[src/include/udp_tx_params.svh]
// UDP transmit constants
// frame lengths, IP protocol number and FIFO sizing

`ifndef UDP_TX_PARAMS_SVH
`define UDP_TX_PARAMS_SVH

////////////////////////////////////////////////////////////
// frame format
////////////////////////////////////////////////////////////

// source port, destination port, length, checksum
`define UDP_HDR_LEN 8

// shorter frames are zero padded up to this many bytes
`define UDP_MIN_LEN 26

`define UDP_PROTO 17

////////////////////////////////////////////////////////////
// buffering
////////////////////////////////////////////////////////////

// 1024 payload bytes, also the largest payload per frame
`define PAYLOAD_FIFO_AW 10
// up to 4 frames waiting for the sequencer
`define DESC_FIFO_AW 2

`endif
[src/hdl/udp_tx_pkg.sv]
// UDP transmit shared types
// data, length, endpoint and descriptor types plus the FSM state encodings

package udp_tx_pkg;

  // one payload or header byte
  typedef logic [7:0] udp_byte_t;

  // byte counts and 16-bit checksum words
  typedef logic [15:0] udp_len_t;

  // addressing of the current frame, held by the user while it is in flight
  typedef struct packed {
    logic [31:0] src_ip;
    logic [31:0] dst_ip;
    logic [15:0] src_port;
    logic [15:0] dst_port;
  } udp_endpoint_t;

  // one entry per frame, from checksum engine to sequencer
  typedef struct packed {
    udp_len_t udp_len;
    udp_len_t checksum;
  } udp_desc_t;

  // checksum engine
  typedef enum logic [2:0] {
    CK_IDLE,
    CK_HEADER,
    CK_PAYLOAD,
    CK_FOLD,
    CK_PUSH
  } ck_state_e;

  // transmit sequencer
  typedef enum logic [2:0] {
    SEQ_IDLE,
    SEQ_IP_REQ,
    SEQ_READY,
    SEQ_SEND,
    SEQ_END
  } seq_state_e;

endpackage

[src/hdl/udp_tx_sequencer.sv]
// UDP transmit sequencer
// takes one descriptor at a time, runs the IP and MAC handshakes and
// streams header, payload and zero padding

`timescale 1ns/10ps
`include "udp_tx_params.svh"

module udp_tx_sequencer (
  input  logic                      clk,
  input  logic                      rst_n,
  input  udp_tx_pkg::udp_endpoint_t endpoint,
  input  udp_tx_pkg::udp_desc_t     desc_head,
  input  logic                      desc_empty,
  input  udp_tx_pkg::udp_byte_t     pay_head,
  input  logic                      ip_tx_ack,
  input  logic                      udp_data_req,
  input  logic                      mac_send_end,
  output logic                      desc_pop,
  output logic                      pay_pop,
  output logic                      ip_tx_req,
  output logic                      tx_ready,
  output logic                      tx_valid,
  output logic                      tx_last,
  output udp_tx_pkg::udp_byte_t     tx_data
);

  import udp_tx_pkg::*;

  seq_state_e state;
  udp_desc_t  cur_desc;
  udp_len_t   total;
  udp_len_t   cnt;
  logic       desc_take;
  logic       in_payload;

  assign desc_take = (state == SEQ_IDLE) && !desc_empty;
  assign desc_pop  = desc_take;

  // current frame, with its streamed length padded to the minimum
  always_ff @(posedge clk)
  begin
    if (desc_take)
    begin
      cur_desc <= desc_head;
      if (desc_head.udp_len < udp_len_t'(`UDP_MIN_LEN))
        total <= udp_len_t'(`UDP_MIN_LEN);
      else
        total <= desc_head.udp_len;
    end
  end

  ////////////////////////////////////////////////////////////
  // FSM
  ////////////////////////////////////////////////////////////

  always_ff @(posedge clk or negedge rst_n)
  begin
    if (!rst_n)
    begin
      state <= SEQ_IDLE;
      cnt   <= '0;
    end
    else
    begin
      // byte index only runs during the send
      if (state == SEQ_SEND)
        cnt <= cnt + 1'b1;
      else
        cnt <= '0;
      case (state)
        SEQ_IDLE:
        begin
          if (desc_take)
            state <= SEQ_IP_REQ;
        end
        SEQ_IP_REQ:
        begin
          if (ip_tx_ack)
            state <= SEQ_READY;
        end
        SEQ_READY:
        begin
          if (udp_data_req)
            state <= SEQ_SEND;
        end
        SEQ_SEND:
        begin
          if (tx_last)
            state <= SEQ_END;
        end
        SEQ_END:
        begin
          if (mac_send_end)
            state <= SEQ_IDLE;
        end
        default:
          state <= SEQ_IDLE;
      endcase
    end
  end

  assign ip_tx_req = (state == SEQ_IP_REQ);
  assign tx_ready  = (state == SEQ_READY);
  assign tx_valid  = (state == SEQ_SEND);
  assign tx_last   = tx_valid && (cnt == total - udp_len_t'(1));

  ////////////////////////////////////////////////////////////
  // output byte select
  ////////////////////////////////////////////////////////////

  assign in_payload = (cnt >= udp_len_t'(`UDP_HDR_LEN)) && (cnt < cur_desc.udp_len);
  assign pay_pop    = tx_valid && in_payload;

  always_comb
  begin
    tx_data = '0;
    if (tx_valid)
    begin
      case (cnt)
        16'd0: tx_data = endpoint.src_port[15:8];
        16'd1: tx_data = endpoint.src_port[7:0];
        16'd2: tx_data = endpoint.dst_port[15:8];
        16'd3: tx_data = endpoint.dst_port[7:0];
        16'd4: tx_data = cur_desc.udp_len[15:8];
        16'd5: tx_data = cur_desc.udp_len[7:0];
        16'd6: tx_data = cur_desc.checksum[15:8];
        16'd7: tx_data = cur_desc.checksum[7:0];
        default:
        begin
          // padding past udp_len stays zero
          if (in_payload)
            tx_data = pay_head;
        end
      endcase
    end
  end

endmodule

[config.mk]
export PLATFORM = sky130hd
export DESIGN_NAME = udp_tx_sequencer
export DESIGN_NICKNAME = d
export VERILOG_FILES = /design/src/hdl/udp_tx_pkg.sv /design/src/hdl/udp_tx_sequencer.sv
export VERILOG_INCLUDE_DIRS = /design/src /design/src/include
export SDC_FILE = /design/constraint.sdc
export NUM_CORES = 1
export LEC_CHECK = 0
export BUFFER_PORTS_ARGS = -buffer_cell sky130_fd_sc_hd__buf_2
export CAP_MARGIN = 20
export CORE_UTILIZATION = 44
export CTS_BUF_LIST = sky130_fd_sc_hd__clkbuf_4
export DETAILED_ROUTE_END_ITERATION = 6
export GPL_TIMING_DRIVEN = 0
export PLACE_DENSITY = 0.72
export SYNTH_ARGS = -nofsm -noshare
export SYNTH_HDL_FRONTEND = slang
export SYNTH_SLANG_ARGS = --single-unit
[constraint.sdc]
create_clock -name clk -period 12.7 [get_ports clk]
set_clock_uncertainty 0.1 [all_clocks]
set_input_delay 3.175 -clock clk [delete_from_list [all_inputs] [get_ports clk]]
set_output_delay 3.175 -clock clk [all_outputs]
set_load 0.01 [all_outputs]
==> qor.yml <==
worstPathCellList: "buf_2 > nor4_2 > buf_4 > buf_4 > buf_4 > buf_2"
grt_usage: 0.2498
synth_cell_type_count: 56
ios: 156
synth_nets: 582
maxCapViolCount: 0
ys_seq_area_frac: 0.4537
via_count: 3849
netlist_area_mm2: 0.004225
min_path_type: "reg2reg"
synth_most_common_cell: "edfxtp_1"
synthFlopType: "edfxtp_1"
setup.worst_path.end_class: "output pin"
fin_crit_ns: 7.482
grt-ovfl-total: 0
slew_headroom: 0.3901
gp_congestion: 0.9161
antenna_found_initial: 1
cp_slowest_cell: "buf_4"
dp_hpwl_mm: 9.314
cts_setup_buffers: 0
async_reset_ff_frac: 0.2836
synth_top_area_share: 0.3411
hold_buffers: 0
htree_num_levels: 3
gr-usage-met2: 0.4069
p_leak_nw: 2.134
finalPower_uw: 667.5
cts_max_path_buffers: 2
ys_top_cells_by_area: "edfxtp_1, dfrtp_1, ha_1, xor2_1, a31oi_1"
grt_pass1_wl_mm: 18.78
max_clock_freq_mhz: 133.7
die_x_um: 100.0
synth_top_area_cell: "edfxtp_1"
fin_util: 0.5468
drc: 0
worst_pin_slew_ns: 0.9149
yosys-top-cells-count: "edfxtp_1, clkbuf_1, nor2_1, inv_1, a31oi_1"
cts_sinks: 67
path_class: "in2out"
grt_pass1_vias: 3658
met1_usage: 0.3463
setup_viol: 0
ys.warnings.count: 0
die_h_um: 100.0
grt_max_degree: 20
viasPerCell: 5.805
ys_ff_latch: 67
clk_pin_slew_ns: 0.11
nets: 690
min_period_over_period: 0.5891
core_area_mm2: 0.009284
cp_common_cell: "buf_4"
syn_avg_cell_area_um2: 10.06
clk_latency_ns: 0.43
synth_edf_count: 48
postCtsResizedCells: 0
powerDensity_mw_per_mm2: 131.5
finalHoldViolCount: 0
crit_path_max_incr_delay_ns: 0.22
peakVddDrop_mv: 0.07570
start_util: 0.4551
dieArea_mm2: 0.009999
cts-root-buf: "clkbuf_4"
cts_made_buffers: 9
finalMaxSlewViolations: 0
busiest_layer: "met2"
status: "finished clean"
syn_inst: 420
portBuffers: 91
cts_tree: "yes"
worstPathArrival_ns: 4.21
crit_family: "buffers and inverters"
wirelength_mm: 12.13
drtIter0Drc: 464
startpoint_type: "primary input"
rsz0062_at_grt: "false"
syn_to_final_growth_pct: 20.14
cp_max_fo: 9
cp_data_required_time_ns: 9.43
wl_per_cell_um: 18.29
drtAntennaViolNets: 0
final_layout_size_suffix_gt1_frac: 0.2364
drtPass1Iterations: 5
gr-usage-met3: 0.03412
row_count: 35
cp_num_buf_inv: 5
fin_hold_ws_ns: 0.5533
[per-layer routing]
metal / up-vias / wire, um
li1: 1779 / -
met1: 1849 / 5157
met2: 199 / 5671
met3: 22 / 1033
met4: 0 / 267
met5: - / 0
[power breakdown]
group | leakage [nW] | total (mW) | internal [mW] | switching [mW]
combinational | 1.37 | 0.216 | 0.0857 | 0.130
sequential | 0.673 | 0.269 | 0.246 | 0.0236
clock | 0.0917 | 0.182 | 0.101 | 0.0818
[layout make-up]
cell class / count / area (um^2)
inverter: 26 / 97.59
clock buffer: 10 / 75.07
tap: 129 / 161.4
sequential: 67 / 1917
antenna: 1 / 2.502
buffer: 38 / 162.7
clock inverter: 6 / 105.1
timing repair buffer: 97 / 500.5
fill: 864 / 4208
multi-input combinational: 289 / 2054
[flip-flops by register name (all words and copies together) (netlist names)]
register  flops
total        16
state         3
cnt          16
cur_desc     32
[path summary, 6_finish.rpt]
path | to | cells after the start | slack, ns | from
max | desc_pop | 6 | 5.22 | desc_empty
min | cnt[0]$_DFF_PN0_ | 1 | 0.55 | cnt[0]$_DFF_PN0_
max reg2reg | state[0]$_DFFE_PN0P_ | 9 | 9.69 | total[0]$_SDFFCE_PN0P_
min reg2reg | cnt[0]$_DFF_PN0_ | 1 | 0.55 | cnt[0]$_DFF_PN0_
max in group asynchronous | cnt[6]$_DFF_PN0_ | 1 | 9.61 | rst_n
min in group asynchronous | cnt[1]$_DFF_PN0_ | 1 | 2.57 | rst_n
[cells by family (layout without fill, tap and decap cells)]
kind of cell    Yosys count  count (layout)  share of synthesized area
compound gates           82              82                     0.1466
fa+ha+maj                20              20                    0.05922
xor+xnor                 30              30                    0.06218
simple gates            157             157                     0.2168
other cells               0               1                          0
buf+inv                  64             177                    0.06159
flops                    67              67                     0.4537
[layout by cell type, fill, tap and decap left out, drive strengths merged, types with 10 or more instances in the layout]
master / synthesis / layout
nor2: 29 / 29
buf: 7 / 104
dfrtp: 19 / 19
edfxtp: 48 / 48
inv: 26 / 26
nand2: 20 / 20
o21ai: 12 / 12
clkbuf: 31 / 41
xor2: 17 / 17
a31oi: 21 / 21
and3: 20 / 20
ha: 20 / 20
nand4: 19 / 19
xnor2: 13 / 13
nor4: 10 / 10
[stage by stage]
step	worst slack [ns]	area (um^2)	instances	TNS, ns
finish	5.218	5076	663	0
global route	5.158	5076	663	0
CTS	5.212	5074	662	0
detailed placement	5.219	4893	646	0
global placement	-1.454	4842	640	-1.454
floorplan	1.417	4225	420	0
(Power assumes the default switching activity.)
