[src/include/udp_tx_params.svh]
// UDP transmit constants
// frame lengths, IP protocol number and FIFO sizing

`ifndef UDP_TX_PARAMS_SVH
`define UDP_TX_PARAMS_SVH

////////////////////////////////////////////////////////////
// frame format
////////////////////////////////////////////////////////////

// source port, destination port, length, checksum
`define UDP_HDR_LEN 8

// shorter frames are zero padded up to this many bytes
`define UDP_MIN_LEN 26

`define UDP_PROTO 17

////////////////////////////////////////////////////////////
// buffering
////////////////////////////////////////////////////////////

// 1024 payload bytes, also the largest payload per frame
`define PAYLOAD_FIFO_AW 10
// up to 4 frames waiting for the sequencer
`define DESC_FIFO_AW 2

`endif
[src/hdl/udp_tx_pkg.sv]
// UDP transmit shared types
// data, length, endpoint and descriptor types plus the FSM state encodings

package udp_tx_pkg;

  // one payload or header byte
  typedef logic [7:0] udp_byte_t;

  // byte counts and 16-bit checksum words
  typedef logic [15:0] udp_len_t;

  // addressing of the current frame, held by the user while it is in flight
  typedef struct packed {
    logic [31:0] src_ip;
    logic [31:0] dst_ip;
    logic [15:0] src_port;
    logic [15:0] dst_port;
  } udp_endpoint_t;

  // one entry per frame, from checksum engine to sequencer
  typedef struct packed {
    udp_len_t udp_len;
    udp_len_t checksum;
  } udp_desc_t;

  // checksum engine
  typedef enum logic [2:0] {
    CK_IDLE,
    CK_HEADER,
    CK_PAYLOAD,
    CK_FOLD,
    CK_PUSH
  } ck_state_e;

  // transmit sequencer
  typedef enum logic [2:0] {
    SEQ_IDLE,
    SEQ_IP_REQ,
    SEQ_READY,
    SEQ_SEND,
    SEQ_END
  } seq_state_e;

endpackage

[src/hdl/udp_checksum_engine.sv]
// UDP checksum engine
// sums pseudo-header, UDP header and payload words as the bytes are written,
// folds the carries and pushes one length/checksum descriptor per frame

`timescale 1ns/10ps
`include "udp_tx_params.svh"

module udp_checksum_engine (
  input  logic                      clk,
  input  logic                      rst_n,
  input  udp_tx_pkg::udp_endpoint_t endpoint,
  input  logic                      frame_start,
  input  udp_tx_pkg::udp_len_t      payload_len,
  input  logic                      wr_en,
  input  udp_tx_pkg::udp_byte_t     wr_data,
  output logic                      frame_ready,
  output logic                      desc_push,
  output udp_tx_pkg::udp_desc_t     desc
);

  import udp_tx_pkg::*;

  ck_state_e   state;
  udp_len_t    udp_len;
  udp_len_t    remain;
  udp_byte_t   hi_byte;
  logic        hi_valid;
  logic        fold_second;
  logic [31:0] acc;
  logic [31:0] hdr_sum;
  logic [31:0] acc_add;
  udp_len_t    word;
  logic        word_add;
  logic        byte_take;
  logic        last_byte;

  ////////////////////////////////////////////////////////////
  // word assembly
  ////////////////////////////////////////////////////////////

  // bytes may already arrive while the header is being summed
  assign byte_take = wr_en && (remain != '0)
                     && (state == CK_HEADER || state == CK_PAYLOAD);
  assign last_byte = byte_take && (remain == udp_len_t'(1));

  // big-endian pairs, an odd tail byte gets a zero low byte
  assign word     = hi_valid ? {hi_byte, wr_data} : {wr_data, 8'h00};
  assign word_add = byte_take && (hi_valid || last_byte);

  // pseudo-header plus UDP header, length counted twice
  assign hdr_sum = 32'(endpoint.src_ip[31:16]) + 32'(endpoint.src_ip[15:0])
                 + 32'(endpoint.dst_ip[31:16]) + 32'(endpoint.dst_ip[15:0])
                 + 32'(`UDP_PROTO)
                 + 32'(endpoint.src_port) + 32'(endpoint.dst_port)
                 + 32'(udp_len) + 32'(udp_len);

  assign acc_add = ((state == CK_HEADER) ? hdr_sum : 32'd0)
                 + (word_add ? 32'(word) : 32'd0);

  ////////////////////////////////////////////////////////////
  // control
  ////////////////////////////////////////////////////////////

  always_ff @(posedge clk or negedge rst_n)
  begin
    if (!rst_n)
    begin
      state       <= CK_IDLE;
      remain      <= '0;
      hi_valid    <= 1'b0;
      fold_second <= 1'b0;
    end
    else
    begin
      if (byte_take)
      begin
        remain   <= remain - 1'b1;
        hi_valid <= !hi_valid;
      end
      case (state)
        CK_IDLE:
        begin
          if (frame_start)
          begin
            state    <= CK_HEADER;
            remain   <= payload_len;
            hi_valid <= 1'b0;
          end
        end
        CK_HEADER:
        begin
          // empty payload or a single byte already taken
          if (remain == '0 || last_byte)
            state <= CK_FOLD;
          else
            state <= CK_PAYLOAD;
        end
        CK_PAYLOAD:
        begin
          if (last_byte)
            state <= CK_FOLD;
        end
        CK_FOLD:
        begin
          // two passes, flag ends up cleared again
          fold_second <= !fold_second;
          if (fold_second)
            state <= CK_PUSH;
        end
        CK_PUSH:
          state <= CK_IDLE;
        default:
          state <= CK_IDLE;
      endcase
    end
  end

  ////////////////////////////////////////////////////////////
  // datapath
  ////////////////////////////////////////////////////////////

  always_ff @(posedge clk)
  begin
    if (state == CK_IDLE && frame_start)
    begin
      udp_len <= payload_len + udp_len_t'(`UDP_HDR_LEN);
      acc     <= '0;
    end
    else if (state == CK_HEADER || state == CK_PAYLOAD)
    begin
      acc <= acc + acc_add;
    end
    else if (state == CK_FOLD)
    begin
      acc <= 32'(acc[15:0]) + 32'(acc[31:16]);
    end
    if (byte_take && !hi_valid)
    begin
      hi_byte <= wr_data;
    end
  end

  assign frame_ready   = (state == CK_IDLE);
  assign desc_push     = (state == CK_PUSH);
  assign desc.udp_len  = udp_len;
  // plain ones' complement, zero is sent as is
  assign desc.checksum = ~acc[15:0];

endmodule

[config.mk]
export PLATFORM = sky130hd
export DESIGN_NAME = udp_checksum_engine
export DESIGN_NICKNAME = d
export VERILOG_FILES = /design/src/hdl/udp_tx_pkg.sv /design/src/hdl/udp_checksum_engine.sv
export VERILOG_INCLUDE_DIRS = /design/src /design/src/include
export SDC_FILE = /design/constraint.sdc
export NUM_CORES = 1
export LEC_CHECK = 0
export BUFFER_PORTS_ARGS = -buffer_cell sky130_fd_sc_hd__buf_2
export CAP_MARGIN = 20
export CORE_AREA = 5 5 157 159
export CTS_BUF_LIST = sky130_fd_sc_hd__clkbuf_16
export CTS_CLUSTER_DIAMETER = 60
export DETAILED_ROUTE_END_ITERATION = 8
export DIE_AREA = 0 0 162 164
export SKIP_CTS_REPAIR_TIMING = 1
export SYNTH_ARGS = -nofsm -noshare
export SYNTH_HDL_FRONTEND = slang
export SYNTH_SLANG_ARGS = --single-unit
[constraint.sdc]
create_clock -name clk -period 6 [get_ports clk]
set_input_delay 1.2 -clock clk [delete_from_list [all_inputs] [get_ports clk]]
set_output_delay 1.2 -clock clk [all_outputs]
set_load 0.05 [all_outputs]
==> results of run 1 <==
## worst max-delay path: stages
cell	delay (ps)
buf_6	70
inv_2	30
fa_1	550
inv_2	50
fa_1	500
fa_1	490
inv_1	50
fa_1	490
inv_2	50
ha_4	150
inv_2	50
fa_2	200
nor2b_2	50
o31a_1	350
or2_4	260
o21ai_2	140
xor2_1	190
nor2_2	60
fa_1	520
ha_4	320
nand4_1	220
nor2_2	210
a21oi_4	90
a31o_4	240
or3_1	320
a21oi_2	150
o221a_2	200
## per-stage QoR
step                      utilization [%]  hold WS (ps)  area, sq um
after global routing                 52.1           558        12000
after detailed placement             48.0           494        11100
after CTS                            49.1           508        11400
after floorplan                         -           440         9330
after global placement               48.0           483        11100
final                                52.1           532        12000
## Yosys cell counts, types with 11 or more instances
library cell	number
a211oi_1	23
a21o_1	14
a21oi_1	53
a31oi_1	11
and3_1	19
clkbuf_1	22
dfrtp_1	21
dfxtp_1	32
edfxtp_1	24
fa_1	96
ha_1	81
inv_1	205
nand2_1	70
nand2b_1	13
nand3_1	25
nor2_1	79
nor3_1	13
o21ai_0	61
xnor2_1	30
xor2_1	27
## area by class of cell
cell class | instances | area [sq um]
Timing Repair Buffer | 273 | 1710
Tap cell | 290 | 363
Inverter | 205 | 777
Multi-Input combinational cell | 743 | 7050
Sequential cell | 77 | 1890
Fill cell | 2172 | 11100
Clock inverter | 7 | 28.8
Clock buffer | 9 | 225
## per-layer routing
layer | track usage, % | wire, um | vias to the layer above
met2 | 31.5 | 12000 | 154
met4 | 4.69 | 397 | 0
met1 | 24.7 | 11400 | 3830
met5 | 0 | 0 | -
met3 | 2.46 | 872 | 22
li1 | - | - | 4029
## cell families (layout without fill, tap and decap cells)
family | count (synthesis) | count (layout) | share of synthesized area (%)
DFF | 77 | 77 | 20.8
muxes | 10 | 10 | 1.10
and+or+nand+nor | 271 | 271 | 14.4
AOI/OAI and AO/OA | 228 | 228 | 16.2
adders and majority gates | 177 | 177 | 32.3
xor gates and xnor gates | 57 | 57 | 5.50
buffers and inverters | 232 | 494 | 9.64
## path summary, 6_finish.rpt
kind	depth (start not counted)	slack, ps	startpoint	endpoint
setup / recovery	27	-880	endpoint[2]	acc[16]
hold / removal	1	530	fold_second	fold_second
setup reg to reg	21	170	udp_len[3]	acc[16]
hold reg to reg	1	530	fold_second	fold_second
max in group asynchronous	1	4830	rst_n	remain[13]
min in group asynchronous	1	820	rst_n	state[2]
## sequential cells by signal, summed over array words and instances (netlist names)
register and count:
acc 32, remain 16, udp_len 16, hi_byte 8
state 3, fold_second 1, hi_valid 1
## power by group through the flow
stage	registers [mW]	clock network (mW)	logic, mW
floorplan	0.927	0	3.56
global placement	0.968	0	5.26
detailed placement	0.972	0	5.27
CTS	0.964	0.508	5.34
global route	0.987	0.532	6.66
finish	0.965	0.503	6.05
==> results.md, run 1 <==
- Status: finished, violations left
- Violated checks: setup timing
- Slew margin rel.: slightly above 40%
- Register bit total from synthesis: a little under 80
- Critical path class: input port to flop
- Die width: roughly 160 um
- Share of the synthesized area in the top cell type: 21.2%
- Maxcap violations: 0
- Vias: around 8000
- Clock-pin slew on the worst setup and hold paths: 60 ps
- Ys flop type: dfxtp_1
- DR pass1 iterations: 5
- Antenna diodes: 0
- Pre-CTS worst setup slack: -1370 ps
- Gr ovfl total: 0
- Final slew viol count: 0
- Power Total: 7.51 mW
- Core region area: around 23000 sq um
- Clk_lat worst skew: between 300 and 400 ps
- Leak: slightly below 6 nW
- Syn Inst Count: about 1100
- Worst Skew: ~9.1 ps
- Detail Route Antenna Nets: 0
- Routed wire length: around 25000 um
- CTS tree: done
- Cell Rows: 56
- Synthesized area: about 9100 sq um
- Seq/Total Area, Yosys: between 20 and 25%
- Hold Vio Cnt, Final: 0
- RSZ-0062 raised after global routing: yes
- Post-layout nets: ~1600
- Cells after DPL: ~1600
- Vias in the first global route: 7953
- Sw frac: between 40% and 50%
- Num CTS Buffers: 9
- H-tree depth: 3
- Mapped Avg Cell Area: 8.63 sq um
- Layout cell share with drive strength beyond 1: between 30% and 40%
- Internal Power: roughly 3.8 mW
- Seq pwr share: 12.8%
- Pwr dens: roughly 620 nW/um^2
- Maximum vdd drop: roughly 280 uV
- Hold WC Path Type: flop to flop
- Clk sinks: 77
- Global-route wire length before repair: approximately 40000 um
- Setup TNS: -16560 ps
- Syn. warnings: 0
- Asr flop ratio synth: a little over a quarter
- Critical path fanouts, max: 6
- Clock period minus worst slack: roughly 6900 ps
- Critical Path AT: 7180 ps
- Switching Power: 3.67 mW
- Non-filler cells, final: 1604
- Commonest cells after routing, fill and taps aside: inv_1 (198), buf_2 (154), buf_4 (108)
- Vias per cell: between 5 and 6
- Actual slew at the worst max-slew pin: just under 900 ps
- Starting Density: roughly 40%
- IO Port Bufs: 157
- Area grow syn2layout: 32.7%
- Count of cell types in the netlist: 64
- Die area: ~27000 sq um
- Logic pwr share: between 80% and 90%
- Dominant cell type by area after synthesis: fa_1
- DRT iter0 DRCs: 364
- Root Driver: clkbuf_16
- Wire per inst: between 15 and 20 um
- GPL Wtd Cong: 0.857
- Setup WS post-layout: -883 ps
- HPWL after detailed placement: 20400 um
- Setup Viol. Count Final: 26
- Achievable Freq: roughly 150 MHz
- Critical Path End Type: flop
- Clock Power Share: roughly 6.7%
- Pin count of the biggest net entering global routing: 41
- Initial antenna violation count: 0
- Syn Nets: 1353
- Most common cell after layout, fill and taps aside: inv_1
- Main area contributors after synthesis: fa_1 (21%), ha_1 (11%), inv_1 (8.5%)
- Die H: ~160 um
- Critical path required time: about 6300 ps
- Total Routing Usage GR: a little under a fifth
- Post-route DRC: 0
- EDFF count, synth: 24
- Clk buf depth: 2
- Part of the cycle the worst path needs: 115%
- Startpoint types: input port
- Ports: ~160
No activity file was read; power rests on OpenSTA's default activity.
==> run 2, diff against run 1 <==
- REMOVE_ABC_BUFFERS: not set -> 1
==> run 2 against run 1 <==
  * The run still ends with setup timing left
  * Critical path depth increased by 1
  * Global-route usage fell by 0.64 points
  * Hold slack got worse by 33 ps
  * Total power fell by 0.84%
  * Largest cell class unchanged
==> results.md, run 2 (synthesis results as in run 1) <==
- Status: finished, violations left (unchanged)
- Violated checks: setup timing (unchanged)
- Commonest cells after routing, fill and taps aside: inv_1 (192), buf_2 (154), buf_4 (100) (was inv_1 (198), buf_2 (154), buf_4 (108))
- Worst Skew: 10.7 ps (was 9.08 ps)
- Largest register FFs: 32 (unchanged)
- Root Driver: clkbuf_16 (unchanged)
- R2r setup slk: 200 ps (was 170 ps)
- Hold WC Path Type: flop to flop (unchanged)
- Vias per cell: 5.10 (was 5.01)
- Crit-path max cell delay: 540 ps (was 550 ps)
- Reg2reg start: udp_len[3] (unchanged)
- Area grow syn2layout: 31.6% (was 32.7%)
- DRT iter0 DRCs: 453 (was 364)
- H-tree depth: 3 (unchanged)
- Critical Path AT: 7250 ps (was 7180 ps)
- Clock-pin slew on the worst setup and hold paths: 60 ps (about the same)
- Reg with most FFs: acc (unchanged)
- Critical path fanouts, max: 5 (was 6)
- Final slew viol count: 0 (unchanged)
- Critical path required time: 6290 ps (was 6300 ps)
- IO Port Bufs: 157 (unchanged)
- Non-filler cells, final: 1594 (was 1604)
- Starting Density: 39.2% (unchanged)
- Leak: 5.79 nW (was 5.84 nW)
- Pre-CTS worst setup slack: -1680 ps (was -1370 ps)
- Gr ovfl total: 0 (unchanged)
- GPL Wtd Cong: 0.876 (was 0.857)
- Cell Rows: 56 (unchanged)
- Hold Vio Cnt, Final: 0 (unchanged)
- Biggest regs: acc x32, remain x16, udp_len x16 (unchanged)
- Setup WS post-layout: -962 ps (was -883 ps)
- Max Used Layer: met4 (unchanged)
- HPWL after detailed placement: 19900 um (was 20400 um)
- Actual slew at the worst max-slew pin: 999 ps (was 888 ps)
- Critical path class: input port to flop (unchanged)
- Pin count of the biggest net entering global routing: 56 (was 41)
- Ports: 158 (unchanged)
- Pwr dens: 624 nW/um^2 (about the same)
- Clk sinks: 77 (unchanged)
- Clk buf depth: 2 (unchanged)
- Met2 wire length: 11900 um (was 12000 um)
- Vias in the first global route: 7809 (was 7953)
- Part of the cycle the worst path needs: 116% (was 115%)
- Initial antenna violation count: 0 (unchanged)
- Clk_lat worst skew: 350 ps (was 360 ps)
- Startpoint types: input port (unchanged)
- Die area: 26600 sq um (unchanged)
- Num CTS Buffers: 9 (unchanged)
- Power Total: 7.45 mW (was 7.51 mW)
- Setup Viol. Count Final: 26 (unchanged)
- Vias: 8122 (was 8035)
- Critical Path End Type: flop (unchanged)
- Post-route met1 wirelength: 11200 um (was 11400 um)
- Hold path startpoint: acc[31] (was fold_second)
- Achievable Freq: 144 MHz (was 145 MHz)
- Hold WS: 500 ps (was 532 ps)
- CP Capture Point: acc[16] (unchanged)
- Layout cell share with drive strength beyond 1: 31.1% (was 31.3%)
- Crit path from: endpoint[82] (was endpoint[2])
- Post-route DRC: 0 (unchanged)
- Fillers: 2191 (was 2172)
- Routed wire length: 24700 um (about the same)
- Detail Route Antenna Nets: 0 (unchanged)
- CTS tree: done (unchanged)
- Maxcap violations: 0 (unchanged)
- Antenna diodes: 0 (unchanged)
- Total Routing Usage GR: 17.8% (was 18.4%)
- Slew margin rel.: 33.2% (was 40.6%)
- Final core occ: 51.6% (was 52.1%)
- FF-to-FF End: acc[16] (unchanged)
- Die H: 164 um (unchanged)
- RSZ-0062 raised after global routing: yes (unchanged)
- Clock period minus worst slack: 6960 ps (was 6880 ps)
- Most used cell, CP: fa_1 (unchanged)
- Met3 routed WL: 1240 um (was 872 um)
- Die width: 162 um (unchanged)
- DR pass1 iterations: 5 (unchanged)
- Maximum vdd drop: 286 uV (was 284 uV)
- Worst path slowest cell: fa_1 (unchanged)
- Most common cell after layout, fill and taps aside: inv_1 (unchanged)
- Wire per inst: 15.5 um (was 15.4 um)
- Core region area: 23100 sq um (unchanged)
- Reg2Reg Depth: 22 (was 21)
- Global-route wire length before repair: 38300 um (was 39500 um)
- Cells after DPL: 1569 (was 1572)
- Post-layout nets: 1600 (was 1610)
-- run 2: changes by cell type in the layout (fill, tap and decap cells not counted), sizes merged --
cell,previous run,this run
inv,210,206
clkinvlp,0,2
buf,273,263
clkinv,2,4
-- run 2: area by class of cell --
type | count | area (sq um) | area share (%)
clock buffers | 9 | 225 | 1.89
clock inverters | 7 | 42.5 | 0.356
inverters | 205 | 769 | 6.44
multi-input cells | 743 | 7020 | 58.8
flip-flops and latches | 77 | 1890 | 15.8
well taps | 290 | 363 | 3.04
repair buffers | 263 | 1630 | 13.7
-- run 2: power breakdown --
group          switching, mW  internal [mW]
sequential             0.223          0.731
clock                  0.245          0.278
combinational           3.16           2.81
-- run 2: metrics by stage --
step	setup TNS [ps]	cell area [sq um]
after floorplan	-22170	8970
after global placement	-37010	10800
after detailed placement	-38240	10800
after CTS	-28930	11100
after global routing	-24340	11900
final	-19320	11900
-- run 2: worst min-delay path by stage --
stage                          to  slack (ps)  depth (start not counted)
after floorplan           acc[31]         440                          1
after global placement    acc[31]         470                          1
after detailed placement  acc[31]         490                          1
after CTS                 acc[31]         500                          1
after global routing      acc[31]         530                          2
final                     acc[31]         500                          2
-- run 2: worst max-delay path, delay by kind of cell --
kind / cells / cell delay (ps)
compound gates: 7 / 1310
xor+xnor: 1 / 160
fa+ha+maj: 8 / 3230
buf+inv: 7 / 440
simple gates: 5 / 880
-- run 2: metal layers --
layer | track usage [%] | up-vias
met5 | 0 | -
li1 | - | 4004
met4 | 2.92 | 0
met1 | 25.1 | 3903
met3 | 2.84 | 21
met2 | 29.4 | 194
==> run 3, diff against run 2 <==
- ABC_AREA: not set -> 1
- CORE_AREA: 5 5 157 159 -> 5 5 167 169
- DIE_AREA: 0 0 162 164 -> 0 0 172 174
==> run 3 against run 2 <==
  * The run still ends with setup timing left
  * Register-to-register slack better by 640 ps
  * Fmax is 9.1% higher
  * Clock skew hardly changed
  * Sequential power is 2% higher
  * Synthesized cell count is 41% higher
  * Non-clock buffer count is 10 lower
  * Critical path type unchanged
  * Largest cell class unchanged
  * Largest power group unchanged
==> results.md, run 3 <==
- Mapped Avg Cell Area: 6.96 sq um (was 8.63 sq um)
- Wire per inst: 15.0 um (was 15.5 um)
- Clock period minus worst slack: 6380 ps (was 6960 ps)
- Slew margin rel.: 56.0% (was 33.2%)
- Critical Path AT: 6680 ps (was 7250 ps)
- Num CTS Buffers: 9 (unchanged)
- Main area contributors after synthesis: fa_1 (19%), inv_1 (13%), nand2_1 (13%) (was fa_1 (21%), ha_1 (11%), inv_1 (8.5%))
- Core region area: 26400 sq um (was 23100 sq um)
- Commonest cells after routing, fill and taps aside: inv_1 (337), nand2_1 (301), buf_2 (156) (was inv_1 (192), buf_2 (154), buf_4 (100))
- Clk sinks: 77 (unchanged)
- Routed wire length: 31100 um (was 24700 um)
- Post-layout nets: 2026 (was 1600)
- Actual slew at the worst max-slew pin: 659 ps (was 999 ps)
- Setup TNS: -7400 ps (was -19320 ps)
- Pre-CTS worst setup slack: -1150 ps (was -1680 ps)
- Critical path fanouts, max: 5 (unchanged)
- Die width: 172 um (was 162 um)
- Pin count of the biggest net entering global routing: 35 (was 56)
- Worst path slowest cell: fa_1 (unchanged)
- Part of the cycle the worst path needs: 106% (was 116%)
- Hold Vio Cnt, Final: 0 (unchanged)
- Crit-path max cell delay: 540 ps (about the same)
- Ports: 158 (unchanged)
- Setup WS post-layout: -380 ps (was -962 ps)
- Synthesized area: 10300 sq um (was 9070 sq um)
- Clk buf depth: 2 (unchanged)
- DR pass1 iterations: 5 (unchanged)
- Vias in the first global route: 9789 (was 7809)
- Dominant cell type by area after synthesis: fa_1 (unchanged)
- RSZ-0062 raised after global routing: yes (unchanged)
- GPL Wtd Cong: 0.905 (was 0.876)
- Asr flop ratio synth: 27.3% (unchanged)
- Pwr dens: 640 nW/um^2 (was 624 nW/um^2)
- Gr ovfl total: 0 (unchanged)
- Maximum vdd drop: 309 uV (was 286 uV)
- IO Port Bufs: 157 (unchanged)
- Syn. warnings: 0 (unchanged)
- Global-route wire length before repair: 49100 um (was 38300 um)
- Biggest regs: acc x32, remain x16, udp_len x16 (unchanged)
- Area grow syn2layout: 28.8% (was 31.6%)
- Cell Rows: 60 (was 56)
- Die H: 174 um (was 164 um)
- EDFF count, synth: 24 (unchanged)
- Critical path class: input port to flop (unchanged)
- CP top delay family: adder cells (unchanged)
- Largest register FFs: 32 (unchanged)
- Count of cell types in the netlist: 47 (was 64)
- Maxcap violations: 0 (unchanged)
- Layout cell share with drive strength beyond 1: 26.6% (was 31.1%)
- Detail Route Antenna Nets: 0 (unchanged)
- Seq/Total Area, Yosys: 18.3% (was 20.8%)
- HPWL after detailed placement: 25400 um (was 19900 um)
- Root Driver: clkbuf_16 (unchanged)
- Hold WS: 490 ps (was 500 ps)
- DRT iter0 DRCs: 447 (was 453)
- Critical Path End Type: flop (unchanged)
- Initial antenna violation count: 1 (was 0)
- Worst Skew: 10.4 ps (was 10.7 ps)
- H-tree depth: 3 (unchanged)
- Register bit total from synthesis: 77 (unchanged)
- Vias per cell: 4.80 (was 5.10)
- Worst Path Buf+Inv: 9 (was 7)
- Leak: 7.08 nW (was 5.79 nW)
- Syn Inst Count: 1482 (was 1052)
- Ys flop type: dfxtp_1 (unchanged)
- Clock-pin slew on the worst setup and hold paths: 70 ps (was 60 ps)
- Most common cell after layout, fill and taps aside: inv_1 (unchanged)
- Starting Density: 39.0% (was 39.2%)
- CTS tree: done (unchanged)
- Startpoint types: input port (unchanged)
- Clk_lat worst skew: 360 ps (was 350 ps)
- Share of the synthesized area in the top cell type: 18.6% (was 21.2%)
- Area post-placement: 12000 sq um (was 10800 sq um)
- Hold WC Path Type: flop to flop (unchanged)
- Most common cell in the netlist: inv_1 (unchanged)
- Reg with most FFs: acc (unchanged)
- Setup Viol. Count Final: 26 (unchanged)
- Status: finished, violations left (unchanged)
- Design area: 13300 sq um (was 11900 sq um)
- Die area: 29900 sq um (was 26600 sq um)
- Critical path required time: 6300 ps (was 6290 ps)
- Non-filler cells, final: 2072 (was 1594)
- Total Routing Usage GR: 20.5% (was 17.8%)
- Power Total: 8.51 mW (was 7.45 mW)
- Vias: 9949 (was 8122)
- Achievable Freq: 157 MHz (was 144 MHz)
- Cells after DPL: 2043 (was 1569)
- Post-synth top cells: inv_1 (352), nand2_1 (351), nor2_1 (124) (was inv_1 (205), fa_1 (96), ha_1 (81))
- Violated checks: setup timing (unchanged)
- Final core occ: 50.3% (was 51.6%)
- Final slew viol count: 0 (unchanged)
- Post-route DRC: 0 (unchanged)
## run 3: changes by cell type in the layout (fill, tap and decap cells not counted), moves of 13 or more
cell,before,now
inv_1,192,337
a21o_1,14,1
nand2_1,63,301
nor2_4,3,18
nor2_2,3,16
xnor2_1,30,9
nand2_2,5,38
a211oi_1,19,0
and3_1,19,0
a21oi_1,37,77
nor2_1,73,99
nand2_4,2,15
nand3_1,23,82
## run 3: where the power goes
group / internal (mW) / leakage (nW) / switching, mW
Sequential: 0.730 / 0.737 / 0.242
Combinational: 2.99 / 6.18 / 3.92
Clock: 0.369 / 0.159 / 0.258
## run 3: cell families (layout without fill, tap and decap cells)
group / Yosys count / in the layout / synth area share (%)
xor gates and xnor gates: 31 / 31 / 2.63
other: 0 / 1 / 0
and+or+nand+nor: 629 / 629 / 26.6
buffers and inverters: 383 / 631 / 14.3
DFF: 77 / 77 / 18.3
AOI/OAI and AO/OA: 185 / 185 / 9.69
adders and majority gates: 177 / 177 / 28.5
## run 3: worst register-to-register path: stages (launching register included)
cell and delay (ps):
edfxtp_1 420, fa_1 500, fa_1 500, inv_1 60, fa_1 530, inv_1 70
ha_4 290, nand2_1 70, o21a_4 220, o21ai_4 210, nand2_1 70, nand2_1 100
o21ai_1 70, a21oi_2 180, fa_1 450, ha_4 310, buf_4 130, nand2_4 70
nor2_4 150, and2_4 160, nand2_2 80, nand2_4 90, nand2_2 60, nand2_1 50
nand2_1 40, nand3_1 90, a21oi_2 70
## run 3: layout make-up
cell class / count / area [sq um]
inverter: 362 / 1360
fill: 2647 / 13100
multi-input combinational: 1022 / 7760
antenna: 1 / 2.50
sequential: 77 / 1890
timing repair buffer: 253 / 1530
clock buffer: 9 / 225
tap: 341 / 427
clock inverter: 7 / 100
## run 3: final timing paths
check,startpoint,to,slack (ps),cells after the start
setup / recovery,endpoint[82],acc[14],-380,30
hold / removal,fold_second,fold_second,490,2
setup reg to reg,udp_len[3],acc[23],840,26
hold reg to reg,fold_second,fold_second,490,2
max in group asynchronous,rst_n,remain[4],4820,1
min in group asynchronous,rst_n,state[1],820,1
## run 3: layer usage
| metal | GRT usage (%) | wire [um] | vias up |
|---|---|---|---|
| li1 | - | - | 5048 |
| met2 | 35.5 | 15400 | 212 |
| met5 | 0 | 0 | - |
| met3 | 2.75 | 1640 | 33 |
| met4 | 4.95 | 558 | 0 |
| met1 | 27.1 | 13500 | 4656 |
